<file path="src/bno_pkg.sv">
`default_nettype none

package bno_pkg;

    typedef logic [7:0]         byte_t;
    typedef logic [14:0]        pkt_len_t;   // Continuation bit stripped
    typedef logic signed [15:0] sample_t;
    typedef logic [1:0]         step_t;
    typedef logic [4:0]         cmd_idx_t;

    localparam int TIMER_W = 19;

    // SHTP channels
    localparam byte_t CHANNEL_CONTROL = 8'h02;
    localparam byte_t CHANNEL_REPORTS = 8'h03;
    localparam byte_t CHANNEL_GYRO_RV = 8'h05;

    // Report IDs
    localparam byte_t REPORT_ID_ROTATION_VECTOR = 8'h05;
    localparam byte_t REPORT_ID_GYROSCOPE       = 8'h02;
    localparam byte_t REPORT_ID_PRODUCT_ID_REQ  = 8'hF9;
    localparam byte_t REPORT_ID_SET_FEATURE     = 8'hFD;

    localparam logic [31:0] REPORT_INTERVAL_US = 32'd20000;  // 50 Hz

    localparam int SHTP_HDR_BYTES = 4;

    typedef enum logic [3:0] {
        ST_POWER_UP,
        ST_WAKE,
        ST_WAIT_INT,
        ST_CS_SETUP,
        ST_SEND_CMD,
        ST_GAP,
        ST_IDLE,
        ST_READ_HDR,
        ST_READ_PAYLOAD
    } seq_state_t;

    typedef enum logic [1:0] {
        DLY_POWER_UP,
        DLY_WAKE,
        DLY_INT_TIMEOUT,
        DLY_GAP
    } delay_sel_t;

endpackage

`default_nettype wire

</file>
<file path="src/bno085_controller.sv">
`timescale 1ns/1ps
`default_nettype none

module bno085_controller #(
    parameter int unsigned RESET_CYCLES       = 300000,
    parameter int unsigned WAKE_CYCLES        = 450,
    parameter int unsigned INT_TIMEOUT_CYCLES = 150000,
    parameter int unsigned GAP_CYCLES         = 30000
) (
    input  logic             clk,
    input  logic             rst_n,
    output logic             spi_start,
    output bno_pkg::byte_t   spi_tx_data,
    input  logic             spi_busy,
    input  logic             spi_rx_valid,
    input  bno_pkg::byte_t   spi_rx_data,
    output logic             cs_n,
    output logic             ps0_wake,
    input  logic             int_n,
    output logic             quat_valid,
    output bno_pkg::sample_t quat_w,
    output bno_pkg::sample_t quat_x,
    output bno_pkg::sample_t quat_y,
    output bno_pkg::sample_t quat_z,
    output logic             gyro_valid,
    output bno_pkg::sample_t gyro_x,
    output bno_pkg::sample_t gyro_y,
    output bno_pkg::sample_t gyro_z,
    output logic             initialized,
    output logic             error
);
    import bno_pkg::*;

    logic       delay_run;
    delay_sel_t delay_sel;
    logic       delay_done;
    step_t      cmd_step;
    logic       cmd_clear;
    logic       cmd_advance;
    byte_t      cmd_byte;
    logic       cmd_last;
    logic       pkt_clear;
    logic       hdr_done;
    logic       hdr_ok;
    logic       pkt_last;

    bno_sequencer u_seq (
        .clk          (clk),
        .rst_n        (rst_n),
        .int_n        (int_n),
        .spi_busy     (spi_busy),
        .spi_rx_valid (spi_rx_valid),
        .spi_start    (spi_start),
        .spi_tx_data  (spi_tx_data),
        .cs_n         (cs_n),
        .ps0_wake     (ps0_wake),
        .initialized  (initialized),
        .error        (error),
        .delay_run    (delay_run),
        .delay_sel    (delay_sel),
        .delay_done   (delay_done),
        .cmd_step     (cmd_step),
        .cmd_clear    (cmd_clear),
        .cmd_advance  (cmd_advance),
        .cmd_byte     (cmd_byte),
        .cmd_last     (cmd_last),
        .pkt_clear    (pkt_clear),
        .hdr_done     (hdr_done),
        .hdr_ok       (hdr_ok),
        .pkt_last     (pkt_last)
    );

    bno_delay_timer #(
        .RESET_CYCLES       (RESET_CYCLES),
        .WAKE_CYCLES        (WAKE_CYCLES),
        .INT_TIMEOUT_CYCLES (INT_TIMEOUT_CYCLES),
        .GAP_CYCLES         (GAP_CYCLES)
    ) u_timer (
        .clk        (clk),
        .rst_n      (rst_n),
        .delay_run  (delay_run),
        .delay_sel  (delay_sel),
        .delay_done (delay_done)
    );

    shtp_cmd_rom u_rom (
        .clk         (clk),
        .rst_n       (rst_n),
        .cmd_step    (cmd_step),
        .cmd_clear   (cmd_clear),
        .cmd_advance (cmd_advance),
        .cmd_byte    (cmd_byte),
        .cmd_last    (cmd_last)
    );

    shtp_packet_parser u_parser (
        .clk          (clk),
        .rst_n        (rst_n),
        .pkt_clear    (pkt_clear),
        .spi_rx_valid (spi_rx_valid),
        .spi_rx_data  (spi_rx_data),
        .hdr_done     (hdr_done),
        .hdr_ok       (hdr_ok),
        .pkt_last     (pkt_last),
        .quat_valid   (quat_valid),
        .quat_w       (quat_w),
        .quat_x       (quat_x),
        .quat_y       (quat_y),
        .quat_z       (quat_z),
        .gyro_valid   (gyro_valid),
        .gyro_x       (gyro_x),
        .gyro_y       (gyro_y),
        .gyro_z       (gyro_z)
    );

endmodule

`default_nettype wire

</file>
<file path="src/bno_delay_timer.sv">
`timescale 1ns/1ps
`default_nettype none

module bno_delay_timer #(
    parameter int unsigned RESET_CYCLES       = 300000,
    parameter int unsigned WAKE_CYCLES        = 450,
    parameter int unsigned INT_TIMEOUT_CYCLES = 150000,
    parameter int unsigned GAP_CYCLES         = 30000
) (
    input  logic                clk,
    input  logic                rst_n,
    input  logic                delay_run,
    input  bno_pkg::delay_sel_t delay_sel,
    output logic                delay_done
);
    import bno_pkg::*;

    logic [TIMER_W-1:0] count;
    logic [TIMER_W-1:0] limit;

    always_comb begin
        case (delay_sel)
            DLY_POWER_UP:    limit = TIMER_W'(RESET_CYCLES);
            DLY_WAKE:        limit = TIMER_W'(WAKE_CYCLES);
            DLY_INT_TIMEOUT: limit = TIMER_W'(INT_TIMEOUT_CYCLES);
            default:         limit = TIMER_W'(GAP_CYCLES);
        endcase
    end

    // Held at zero whenever the sequencer is not timing anything
    always_ff @(posedge clk or negedge rst_n) begin
        if (!rst_n) begin
            count <= '0;
        end else if (!delay_run) begin
            count <= '0;
        end else begin
            count <= count + 1'b1;
        end
    end

    assign delay_done = count >= limit;

endmodule

`default_nettype wire

</file>
<file path="src/bno_sequencer.sv">
`timescale 1ns/1ps
`default_nettype none

module bno_sequencer (
    input  logic                clk,
    input  logic                rst_n,
    input  logic                int_n,
    input  logic                spi_busy,
    input  logic                spi_rx_valid,
    output logic                spi_start,
    output bno_pkg::byte_t      spi_tx_data,
    output logic                cs_n,
    output logic                ps0_wake,
    output logic                initialized,
    output logic                error,
    output logic                delay_run,
    output bno_pkg::delay_sel_t delay_sel,
    input  logic                delay_done,
    output bno_pkg::step_t      cmd_step,
    output logic                cmd_clear,
    output logic                cmd_advance,
    input  bno_pkg::byte_t      cmd_byte,
    input  logic                cmd_last,
    output logic                pkt_clear,
    input  logic                hdr_done,
    input  logic                hdr_ok,
    input  logic                pkt_last
);
    import bno_pkg::*;

    seq_state_t state;
    step_t      step;
    logic       int_sync;
    logic       inflight;   // One SPI byte outstanding
    logic       can_issue;

    assign can_issue = !inflight && !spi_busy;

    always_comb begin
        case (state)
            ST_POWER_UP: delay_sel = DLY_POWER_UP;
            ST_WAKE:     delay_sel = DLY_WAKE;
            ST_WAIT_INT: delay_sel = DLY_INT_TIMEOUT;
            default:     delay_sel = DLY_GAP;
        endcase
    end

    // Dropping run on done restarts the timer for the next timed state
    assign delay_run = (state inside {ST_POWER_UP, ST_WAKE, ST_WAIT_INT, ST_GAP})
                       && !delay_done;

    assign cmd_step    = step;
    assign cmd_clear   = state == ST_CS_SETUP;
    assign cmd_advance = (state == ST_SEND_CMD) && spi_rx_valid;
    assign pkt_clear   = (state == ST_IDLE) && !int_sync;

    always_ff @(posedge clk or negedge rst_n) begin
        if (!rst_n) begin
            state       <= ST_POWER_UP;
            step        <= '0;
            int_sync    <= 1'b1;
            inflight    <= 1'b0;
            spi_start   <= 1'b0;
            spi_tx_data <= '0;
            cs_n        <= 1'b1;
            ps0_wake    <= 1'b1;
            initialized <= 1'b0;
            error       <= 1'b0;
        end else begin
            int_sync  <= int_n;
            spi_start <= 1'b0;
            if (spi_rx_valid) inflight <= 1'b0;

            case (state)
                ST_POWER_UP: begin
                    cs_n     <= 1'b1;
                    ps0_wake <= 1'b1;
                    if (delay_done) begin
                        step     <= '0;
                        ps0_wake <= 1'b0;
                        state    <= ST_WAKE;
                    end
                end
                ST_WAKE: begin
                    if (delay_done) state <= ST_WAIT_INT;
                end
                ST_WAIT_INT: begin
                    if (!int_sync) begin
                        state <= ST_CS_SETUP;
                    end else if (delay_done) begin
                        error    <= 1'b1;  // Sticky until reset
                        ps0_wake <= 1'b1;
                        state    <= ST_POWER_UP;
                    end
                end
                ST_CS_SETUP: begin
                    cs_n     <= 1'b0;
                    ps0_wake <= 1'b1;
                    state    <= ST_SEND_CMD;
                end
                ST_SEND_CMD: begin
                    if (spi_rx_valid && cmd_last) begin
                        cs_n  <= 1'b1;
                        state <= ST_GAP;
                    end else if (can_issue) begin
                        spi_start   <= 1'b1;
                        spi_tx_data <= cmd_byte;
                        inflight    <= 1'b1;
                    end
                end
                ST_GAP: begin
                    if (delay_done) begin
                        if (step == step_t'(2)) begin
                            initialized <= 1'b1;
                            state       <= ST_IDLE;
                        end else begin
                            step     <= step + 1'b1;
                            ps0_wake <= 1'b0;
                            state    <= ST_WAKE;
                        end
                    end
                end
                ST_IDLE: begin
                    if (!int_sync) begin
                        cs_n  <= 1'b0;
                        state <= ST_READ_HDR;
                    end
                end
                ST_READ_HDR: begin
                    if (hdr_done) begin
                        if (hdr_ok) begin
                            state <= ST_READ_PAYLOAD;
                        end else begin
                            cs_n  <= 1'b1;
                            state <= ST_IDLE;
                        end
                    end else if (can_issue) begin
                        spi_start   <= 1'b1;
                        spi_tx_data <= '0;
                        inflight    <= 1'b1;
                    end
                end
                ST_READ_PAYLOAD: begin
                    if (pkt_last) begin
                        cs_n  <= 1'b1;
                        state <= ST_IDLE;
                    end else if (can_issue) begin
                        spi_start   <= 1'b1;
                        spi_tx_data <= '0;
                        inflight    <= 1'b1;
                    end
                end
                default: state <= ST_POWER_UP;
            endcase
        end
    end

endmodule

`default_nettype wire

</file>
<file path="src/shtp_cmd_rom.sv">
`timescale 1ns/1ps
`default_nettype none

module shtp_cmd_rom (
    input  logic           clk,
    input  logic           rst_n,
    input  bno_pkg::step_t cmd_step,
    input  logic           cmd_clear,
    input  logic           cmd_advance,
    output bno_pkg::byte_t cmd_byte,
    output logic           cmd_last
);
    import bno_pkg::*;

    cmd_idx_t idx;
    cmd_idx_t cmd_len;
    byte_t    feature_id;

    // Product ID request is short and both Set Feature commands are 17 bytes
    assign cmd_len    = (cmd_step == step_t'(0)) ? cmd_idx_t'(5) : cmd_idx_t'(17);
    assign cmd_last   = idx == cmd_len - cmd_idx_t'(1);
    assign feature_id = (cmd_step == step_t'(1)) ? REPORT_ID_ROTATION_VECTOR
                                                 : REPORT_ID_GYROSCOPE;

    always_ff @(posedge clk or negedge rst_n) begin
        if (!rst_n) begin
            idx <= '0;
        end else if (cmd_clear) begin
            idx <= '0;
        end else if (cmd_advance) begin
            idx <= idx + 1'b1;
        end
    end

    always_comb begin
        case (idx)
            5'd0:    cmd_byte = byte_t'(cmd_len);  // Length fits in the LSB
            5'd2:    cmd_byte = CHANNEL_CONTROL;
            5'd3:    cmd_byte = byte_t'(cmd_step);  // Sequence number
            5'd4: begin
                if (cmd_step == step_t'(0)) begin
                    cmd_byte = REPORT_ID_PRODUCT_ID_REQ;
                end else begin
                    cmd_byte = REPORT_ID_SET_FEATURE;
                end
            end
            5'd5:    cmd_byte = feature_id;
            // Flags and sensitivity at 6..8 stay zero
            5'd9:    cmd_byte = REPORT_INTERVAL_US[7:0];
            5'd10:   cmd_byte = REPORT_INTERVAL_US[15:8];
            5'd11:   cmd_byte = REPORT_INTERVAL_US[23:16];
            5'd12:   cmd_byte = REPORT_INTERVAL_US[31:24];
            default: cmd_byte = '0;
        endcase
    end

endmodule

`default_nettype wire

</file>
<file path="src/shtp_packet_parser.sv">
`timescale 1ns/1ps
`default_nettype none

module shtp_packet_parser (
    input  logic             clk,
    input  logic             rst_n,
    input  logic             pkt_clear,
    input  logic             spi_rx_valid,
    input  bno_pkg::byte_t   spi_rx_data,
    output logic             hdr_done,
    output logic             hdr_ok,
    output logic             pkt_last,
    output logic             quat_valid,
    output bno_pkg::sample_t quat_w,
    output bno_pkg::sample_t quat_x,
    output bno_pkg::sample_t quat_y,
    output bno_pkg::sample_t quat_z,
    output logic             gyro_valid,
    output bno_pkg::sample_t gyro_x,
    output bno_pkg::sample_t gyro_y,
    output bno_pkg::sample_t gyro_z
);
    import bno_pkg::*;

    logic       active;     // A packet read is in progress
    logic       hdr_phase;
    logic [1:0] hdr_cnt;
    pkt_len_t   pay_cnt;
    pkt_len_t   pkt_len;
    byte_t      len_lo;
    byte_t      channel;
    byte_t      report_id;
    byte_t      lsb;        // Low half of the field being assembled
    logic       pay_rx;
    logic       ch_ok;
    logic       is_rot;
    logic       is_gyro;

    assign hdr_done = active && hdr_phase && spi_rx_valid
                      && (hdr_cnt == 2'(SHTP_HDR_BYTES - 1));
    assign hdr_ok   = pkt_len > pkt_len_t'(SHTP_HDR_BYTES);
    assign pay_rx   = active && !hdr_phase && spi_rx_valid;
    // Final payload byte has index length - 5
    assign pkt_last = pay_rx && (pay_cnt == pkt_len - pkt_len_t'(SHTP_HDR_BYTES + 1));

    assign ch_ok   = (channel == CHANNEL_REPORTS) || (channel == CHANNEL_GYRO_RV);
    assign is_rot  = ch_ok && (report_id == REPORT_ID_ROTATION_VECTOR);
    assign is_gyro = ch_ok && (report_id == REPORT_ID_GYROSCOPE);

    always_ff @(posedge clk or negedge rst_n) begin
        if (!rst_n) begin
            active    <= 1'b0;
            hdr_phase <= 1'b1;
            hdr_cnt   <= '0;
            pay_cnt   <= '0;
        end else if (pkt_clear) begin
            active    <= 1'b1;
            hdr_phase <= 1'b1;
            hdr_cnt   <= '0;
            pay_cnt   <= '0;
        end else if (hdr_done) begin
            hdr_phase <= 1'b0;
            active    <= hdr_ok;  // Empty packet ends here
        end else if (pkt_last) begin
            active <= 1'b0;
        end else if (active && spi_rx_valid) begin
            if (hdr_phase) begin
                hdr_cnt <= hdr_cnt + 1'b1;
            end else begin
                pay_cnt <= pay_cnt + 1'b1;
            end
        end
    end

    // Header and report ID capture
    always_ff @(posedge clk) begin
        if (active && hdr_phase && spi_rx_valid) begin
            case (hdr_cnt)
                2'd0:    len_lo  <= spi_rx_data;
                2'd1:    pkt_len <= {spi_rx_data[6:0], len_lo};  // Drop continuation bit
                2'd2:    channel <= spi_rx_data;
                default: ;                                        // Sequence number
            endcase
        end
        if (pay_rx) begin
            if (pay_cnt == '0) begin
                report_id <= spi_rx_data;
            end
            if (!pay_cnt[0]) begin
                lsb <= spi_rx_data;
            end
        end
    end

    // Fields are little-endian pairs from payload byte 4 on
    always_ff @(posedge clk or negedge rst_n) begin
        if (!rst_n) begin
            quat_valid <= 1'b0;
            gyro_valid <= 1'b0;
            quat_w     <= '0;
            quat_x     <= '0;
            quat_y     <= '0;
            quat_z     <= '0;
            gyro_x     <= '0;
            gyro_y     <= '0;
            gyro_z     <= '0;
        end else begin
            quat_valid <= 1'b0;
            gyro_valid <= 1'b0;
            if (pay_rx) begin
                case (pay_cnt)
                    15'd5: begin
                        if (is_rot) quat_x <= {spi_rx_data, lsb};
                        if (is_gyro) gyro_x <= {spi_rx_data, lsb};
                    end
                    15'd7: begin
                        if (is_rot) quat_y <= {spi_rx_data, lsb};
                        if (is_gyro) gyro_y <= {spi_rx_data, lsb};
                    end
                    15'd9: begin
                        if (is_rot) quat_z <= {spi_rx_data, lsb};
                        if (is_gyro) gyro_z <= {spi_rx_data, lsb};
                        gyro_valid <= is_gyro;  // Gyro report is complete
                    end
                    15'd11: begin
                        if (is_rot) quat_w <= {spi_rx_data, lsb};
                        quat_valid <= is_rot;
                    end
                    default: ;
                endcase
            end
        end
    end

endmodule

`default_nettype wire

</file>
<file path="config.mk">
export PLATFORM = sky130hd
export DESIGN_NAME = bno085_controller
export DESIGN_NICKNAME = d
export VERILOG_FILES = /design/src/bno_pkg.sv /design/src/bno085_controller.sv /design/src/bno_delay_timer.sv /design/src/bno_sequencer.sv /design/src/shtp_cmd_rom.sv /design/src/shtp_packet_parser.sv
export SDC_FILE = /design/constraint.sdc
export NUM_CORES = 1
export LEC_CHECK = 0
export BUFFER_PORTS_ARGS = -buffer_cell sky130_fd_sc_hd__buf_2
export CAP_MARGIN = 20
export CORE_MARGIN = 2
export CORE_UTILIZATION = 52
export DETAILED_ROUTE_END_ITERATION = 12
export PLACE_DENSITY = 0.82
export SYNTH_ARGS = -nofsm -noshare
export SYNTH_HDL_FRONTEND = slang
export SYNTH_SLANG_ARGS = --single-unit
</file>
<file path="constraint.sdc">
create_clock -name clk -period 3.7 [get_ports clk]
set_clock_uncertainty 0.1 [all_clocks]
set_input_delay 0.37 -clock clk [delete_from_list [all_inputs] [get_ports clk]]
set_output_delay 0.37 -clock clk [all_outputs]
set_load 0.005 [all_outputs]
</file>
== Word-level counts from Yosys, hierarchy flattened ==
Index checks and enable logic that the tools add are counted.
W data, S select, Z words.

* Flip-flop bits (word level): 225
* Bits of input ports: 13
* Output and inout bits: 127
* Logic and storage cells: 220

* Add/sub/neg operators: 7
* Magnitude comparators: 2
* Equal/unequal tests: 50
* Mux-type cells: 73
* Bitwise logic cells: 1
* Reductions and logical operators: 57

{| class="wikitable"
|+ Operators with widths
! cell !! count
|-
| $mux W15 || 5
|-
| $pmux W19 S3 || 1
|-
| $pmux W8 S7 || 1
|-
| $mux W4 || 10
|-
| $mux W8 || 5
|-
| $pmux W4 S9 || 1
|-
| $eq A15 B3 Y1 const B || 2
|-
| $eq A15 B4 Y1 const B || 2
|-
| $mux W1 || 28
|-
| $reduce_and A3 Y1 || 9
|-
| $ne A2 B2 Y1 const B || 12
|-
| $pmux W8 S3 || 1
|-
| $add A19 B1 Y19 const B || 1
|-
| $ge A19 B19 Y1 || 1
|-
| $mux W19 || 1
|-
| $eq A4 B3 Y1 const B || 4
|-
| $eq A8 B2 Y1 const B || 2
|-
| $eq A8 B3 Y1 const B || 2
|-
| $mux W2 || 8
|-
| $add A15 B1 Y15 const B || 1
|-
| $eq A15 B15 Y1 || 1
|-
| $gt A15 B3 Y1 const B || 1
|-
| $logic_not A15 Y1 || 1
|-
| $mux W5 || 3
|-
| other kinds (37) || 87
|}

== Depth between registers and ports, before layout ==
* Word-level depth: 8
* Mapped depth: 16
* Mapped depth without buffers: 14

== Modules after synthesis ==
A second synthesis with hierarchy kept.

* Cells, all modules: 855
* Area total of the unflattened synthesis: 10,586.4 µm²

{| class="wikitable"
|+ Modules (own cells, without submodules)
! module !! instances !! cells each !! area each (µm²) !! sequential area each (µm²)
|-
| shtp_packet_parser || 1 || 518 || 7,492.2 || 4,740.8
|-
| bno_delay_timer || 1 || 145 || 1,386.3 || 475.5
|-
| bno_sequencer || 1 || 138 || 1,251.2 || 529.3
|-
| shtp_cmd_rom || 1 || 54 || 456.7 || 125.1
|}

== Worst setup path after synthesis ==
OpenSTA, ideal clock, no wires.

* Kind: reg-to-reg
* Start point: register u_seq.state[2]
* End point: register u_timer.count[14]
* Library setup time: 0.072 ns
* Arrival: 3.440 ns
* Data required time: 3.528 ns
* Slack: 0.088 ns
* Cell stages (with the launch flop): 14
* Path buffers: 2
* Period minus slack after synthesis: 3.612 ns
* Path through: dfrtp_1 nor3_1 inv_1 ha_1 ha_1 a21o_1 a21o_1 maj3_1 a221oi_1 o21ai_1 or4_1 buf_2 buf_2 nor2_1

* Cells in the longest elaborated chain, start to end: 8
* Elaborated cells between the ends (all ways): 14
* Classes of those cells: order compare: 1; eq/ne: 5; mux: 3; reduce/logical: 5

{| class="wikitable"
|+ Ends and longest elaborated chain
! item !! RTL line !! RTL
|-
| from (decl) || bno_sequencer.sv:31 || <nowiki>seq_state_t state;</nowiki>
|-
| from (signal assigned) || bno_sequencer.sv:59 || <nowiki>state <= ST_POWER_UP;</nowiki>
|-
| from (signal assigned) || bno_sequencer.sv:81 || <nowiki>state <= ST_WAKE;</nowiki>
|-
| from (signal assigned) || bno_sequencer.sv:85 || <nowiki>if (delay_done) state <= ST_WAIT_INT;</nowiki>
|-
| $eq A4 B2 Y1 (tied with other cells) || bno_sequencer.sv:40, bno_sequencer.sv:49 ||
|-
| $pmux W2 S3 || bno_sequencer.sv:40 || <nowiki>case (state)</nowiki>
|-
| $eq A2 B2 Y1 (tied with other cells) || bno_delay_timer.sv:22 || <nowiki>case (delay_sel)</nowiki>
|-
| $pmux W19 S3 || bno_delay_timer.sv:22 ||
|-
| $ge A19 B19 Y1 || bno_delay_timer.sv:41 || <nowiki>assign delay_done = count >= limit;</nowiki>
|-
| $logic_not A1 Y1 || bno_sequencer.sv:50 || <nowiki>&& !delay_done;</nowiki>
|-
| $logic_and A1 B1 Y1 * || bno_sequencer.sv:50 ||
|-
| $mux W19 * || bno_delay_timer.sv:34 || <nowiki>end else if (!delay_run) begin</nowiki>
|-
| to (signal assigned) || bno_delay_timer.sv:37 || <nowiki>count <= count + 1'b1;</nowiki>
|-
| to (decl) || bno_delay_timer.sv:18 || <nowiki>logic [TIMER_W-1:0] count;</nowiki>
|}

Mark *: on every way between the ends. The rest lies on a longest branch, timed or not.
A chain may end at the register's enable or synchronous reset.

== Worst setup path after layout ==
* Start point: register u_seq.state[2]
* End point: register u_timer.count[5]

Same word-level chain as after synthesis.

==> impl_metrics.py <==
metrics = {
    "clocking": {
        "cts_made_buffers": 24,
        "insertion_delay_ns": 0.53,
        "ctsHtreeMaxLevel": 1,
        "cts_root_buf": "clkbuf_16",
        "clockBufferDepth": 3,
        "cts_num_sinks": 224,
        "ctsResizeCount": 0,
        "cts_setup_buffers": 0,
        "cts.clk_slew.worst_paths_ns": 0.06,
        "cts_tree": "done",
    },
    "status": {
        "outcome": "finished clean",
    },
    "sta": {
        "relSlewSlack": 0.475,
        "rsz0062_at_grt": "false",
        "finalSetupTns_ns": 0,
        "max_clock_freq_mhz": 289,
        "hold_viol": 0,
        "finalSetupViolations": 0,
        "drv_slew": 0,
        "min_period_ns": 3.46,
        "tightest_slew_ns": 0.788,
        "min_period_over_period": 0.935,
    },
    "synthesis": {
        "synth-main-ff-cell": "dfrtp_1",
        "syn_area_um2": 10200,
        "async_reset_ff_frac": 0.790,
        "synth_edf_count": 47,
        "synth_top_area_frac": 0.424,
        "synth_cells": 826,
        "synthDistinctLibCells": 74,
        "syn_nets": 869,
        "avgSynthCellArea_um2": 12.4,
        "synth_warnings": 0,
        "synth_area_leaders": "dfrtp_1, edfxtp_1, mux2_2",
        "synth-seq-cells": 224,
        "synth_area_leader_cell": "dfrtp_1",
        "yosysSeqAreaShare": 0.572,
    },
    "detailed_routing": {
        "wirelength_mm": 23.0,
        "ant_nets": 0,
        "remaining_drc_errors": 0,
        "vias": 7066,
        "avgRoutedWirePerCell_um": 18.2,
        "via_per_inst": 5.59,
        "drt_iter0_markers": 312,
        "drtPass1Iterations": 5,
    },
    "setup_path": {
        "critical-path-top-delay-family": "adder cells",
        "critPathSlowestCell": "dfrtp_1",
        "path_class": "flop to flop",
        "arrival_ns": 3.80,
        "start_kind": "flop",
        "required_ns": 4.04,
        "crit_fanout": 19,
        "cpPeakStageDelay_ns": 0.46,
        "end_kind": "flop",
        "cp_cell_sequence": "nor2_1 -> nand2_1 -> ha_1 -> ha_1 -> a21o_1 -> a21o_1 -> maj3_1 -> a221oi_1 -> o21ai_1 -> or4_1 -> buf_4 -> nor2_1",
        "critPathBufInv": 1,
    },
    "floorplanning": {
        "boundaryPins": 140,
        "initial_utilization": 0.527,
        "die_x_um": 144,
        "die_y_um": 144,
        "num_rows": 51,
        "die_area_um2": 20800,
        "coreArea_um2": 19400,
    },
    "finish": {
        "layout-drive-gt1-share": 0.336,
        "fin_util": 0.624,
        "finalNetCount": 1025,
        "final_common_cell": "dfrtp_1",
        "area_growth_pct": 18.4,
        "diodes": 0,
        "layout_common_cells": "dfrtp_1, buf_2, mux2_2",
    },
    "global_route": {
        "grt_use_total": 0.221,
        "grt-ovfl-total": 0,
        "grt_max_degree": 86,
        "grt_pass1_wl_mm": 36.5,
        "antenna_found_initial": 0,
        "grt_pass1_vias": 7095,
    },
    "run": {
        "cap_viol_max_count": 0,
    },
    "placement": {
        "globalplace.congestion": 0.884,
        "dp_hpwl_mm": 15.4,
        "portBuffers": 139,
    },
    "power": {
        "power_leakage_nw": 6.04,
        "peakVddDrop_mv": 0.399,
        "power_density_nw_per_um2": 451,
    },
    "hold_path": {
        "min_path_type": "input pin to flop",
    },
}
path summary, 6_finish.rpt:
check,startpoint,end,slack [ns],cells after the start
setup reg to reg,u_seq.state[2]$_DFFE_PN0P_,u_timer.count[5]$_DFF_PN0_,0.24,12
max in group asynchronous,rst_n,u_parser.gyro_x[9]$_DFFE_PN0P_,2.23,3
hold reg to reg,u_parser.len_lo[7]$_DFFE_PP_,u_parser.pkt_len[7]$_DFFE_PP_,0.32,0
min in group asynchronous,rst_n,u_timer.count[14]$_DFF_PN0_,0.19,2
setup / recovery,u_seq.state[2]$_DFFE_PN0P_,u_timer.count[5]$_DFF_PN0_,0.24,12
hold / removal,spi_rx_data[7],u_parser.lsb[7]$_DFFE_PP_,0.11,1
synth_stat cells (9+ instances only):
| cell type | instances |
|---|---|
| o21ai_0 | 14 |
| and3_1 | 19 |
| nand4_1 | 16 |
| xor2_1 | 23 |
| xnor2_1 | 22 |
| mux2_2 | 113 |
| edfxtp_1 | 47 |
| a21oi_1 | 20 |
| nor2_1 | 65 |
| nand3_1 | 20 |
| dfrtp_1 | 173 |
| ha_1 | 30 |
| or4_1 | 9 |
| inv_1 | 30 |
| nor3_1 | 17 |
| clkbuf_1 | 22 |
| nand2_1 | 45 |
cell families (layout without fill, tap and decap cells):
kind of cell	Yosys count	in the layout	share of synthesized area
compound gates	89	89	0.0600
xor+xnor	45	45	0.0386
mux	125	125	0.138
buf+inv	62	235	0.0244
fa+ha+maj	31	31	0.0377
flops	224	224	0.572
simple gates	250	250	0.129
flip-flops by register name, summed over array words and instances, names as in the netlist, 15 cells and up:
name,cells
u_timer.count,19
u_parser.gyro_x,16
u_parser.gyro_y,16
u_parser.gyro_z,16
u_parser.quat_w,16
u_parser.quat_x,16
u_parser.quat_y,16
u_parser.quat_z,16
u_parser.pay_cnt,15
u_parser.pkt_len,15
stage by stage:
| stage | worst slack [ns] | cells | power [mW] | hold WS, ns | cell area [um2] |
|---|---|---|---|---|---|
| global placement | 0.412 | 1218 | 3.17 | 0.160 | 11300 |
| CTS | 0.239 | 1264 | 5.50 | 0.0964 | 12100 |
| global route | 0.0372 | 1264 | 5.66 | 0.0985 | 12100 |
| finish | 0.241 | 1264 | 5.45 | 0.112 | 12100 |
| detailed placement | 0.281 | 1218 | 3.18 | 0.157 | 11300 |
| floorplan | 0.0881 | 826 | 3.00 | -0.0256 | 10200 |
repair_timing:
| action | CTS | global route |
|---|---|---|
| hold endpoints to repair | 30 | 0 |
| hold buffers | 3 | 0 |
| setup endpoints to repair | 0 | 0 |
per-layer routing:
metal | wire, um | vias up | GRT usage
li1 | - | 3270 | -
met1 | 9880 | 3551 | 0.291
met2 | 11100 | 208 | 0.370
met3 | 1570 | 37 | 0.0566
met4 | 455 | 0 | 0.0537
met5 | 0 | - | 0
report_power, final:
group / switching [mW] / total (mW) / internal (mW)
logic: 0.227 / 0.373 / 0.146
clock network: 0.958 / 2.32 / 1.36
registers: 0.136 / 2.76 / 2.63
total: 1.32 / 5.45 / 4.13
area by class of cell:
type	instances	area, um2
fillers	1519	7290
flip-flops and latches	224	5850
multi-input cells	540	4130
repair buffers	161	887
clock buffers	35	722
well taps	265	332
inverters	31	119
clock inverters	8	67.6
(Power assumes the default switching activity.)
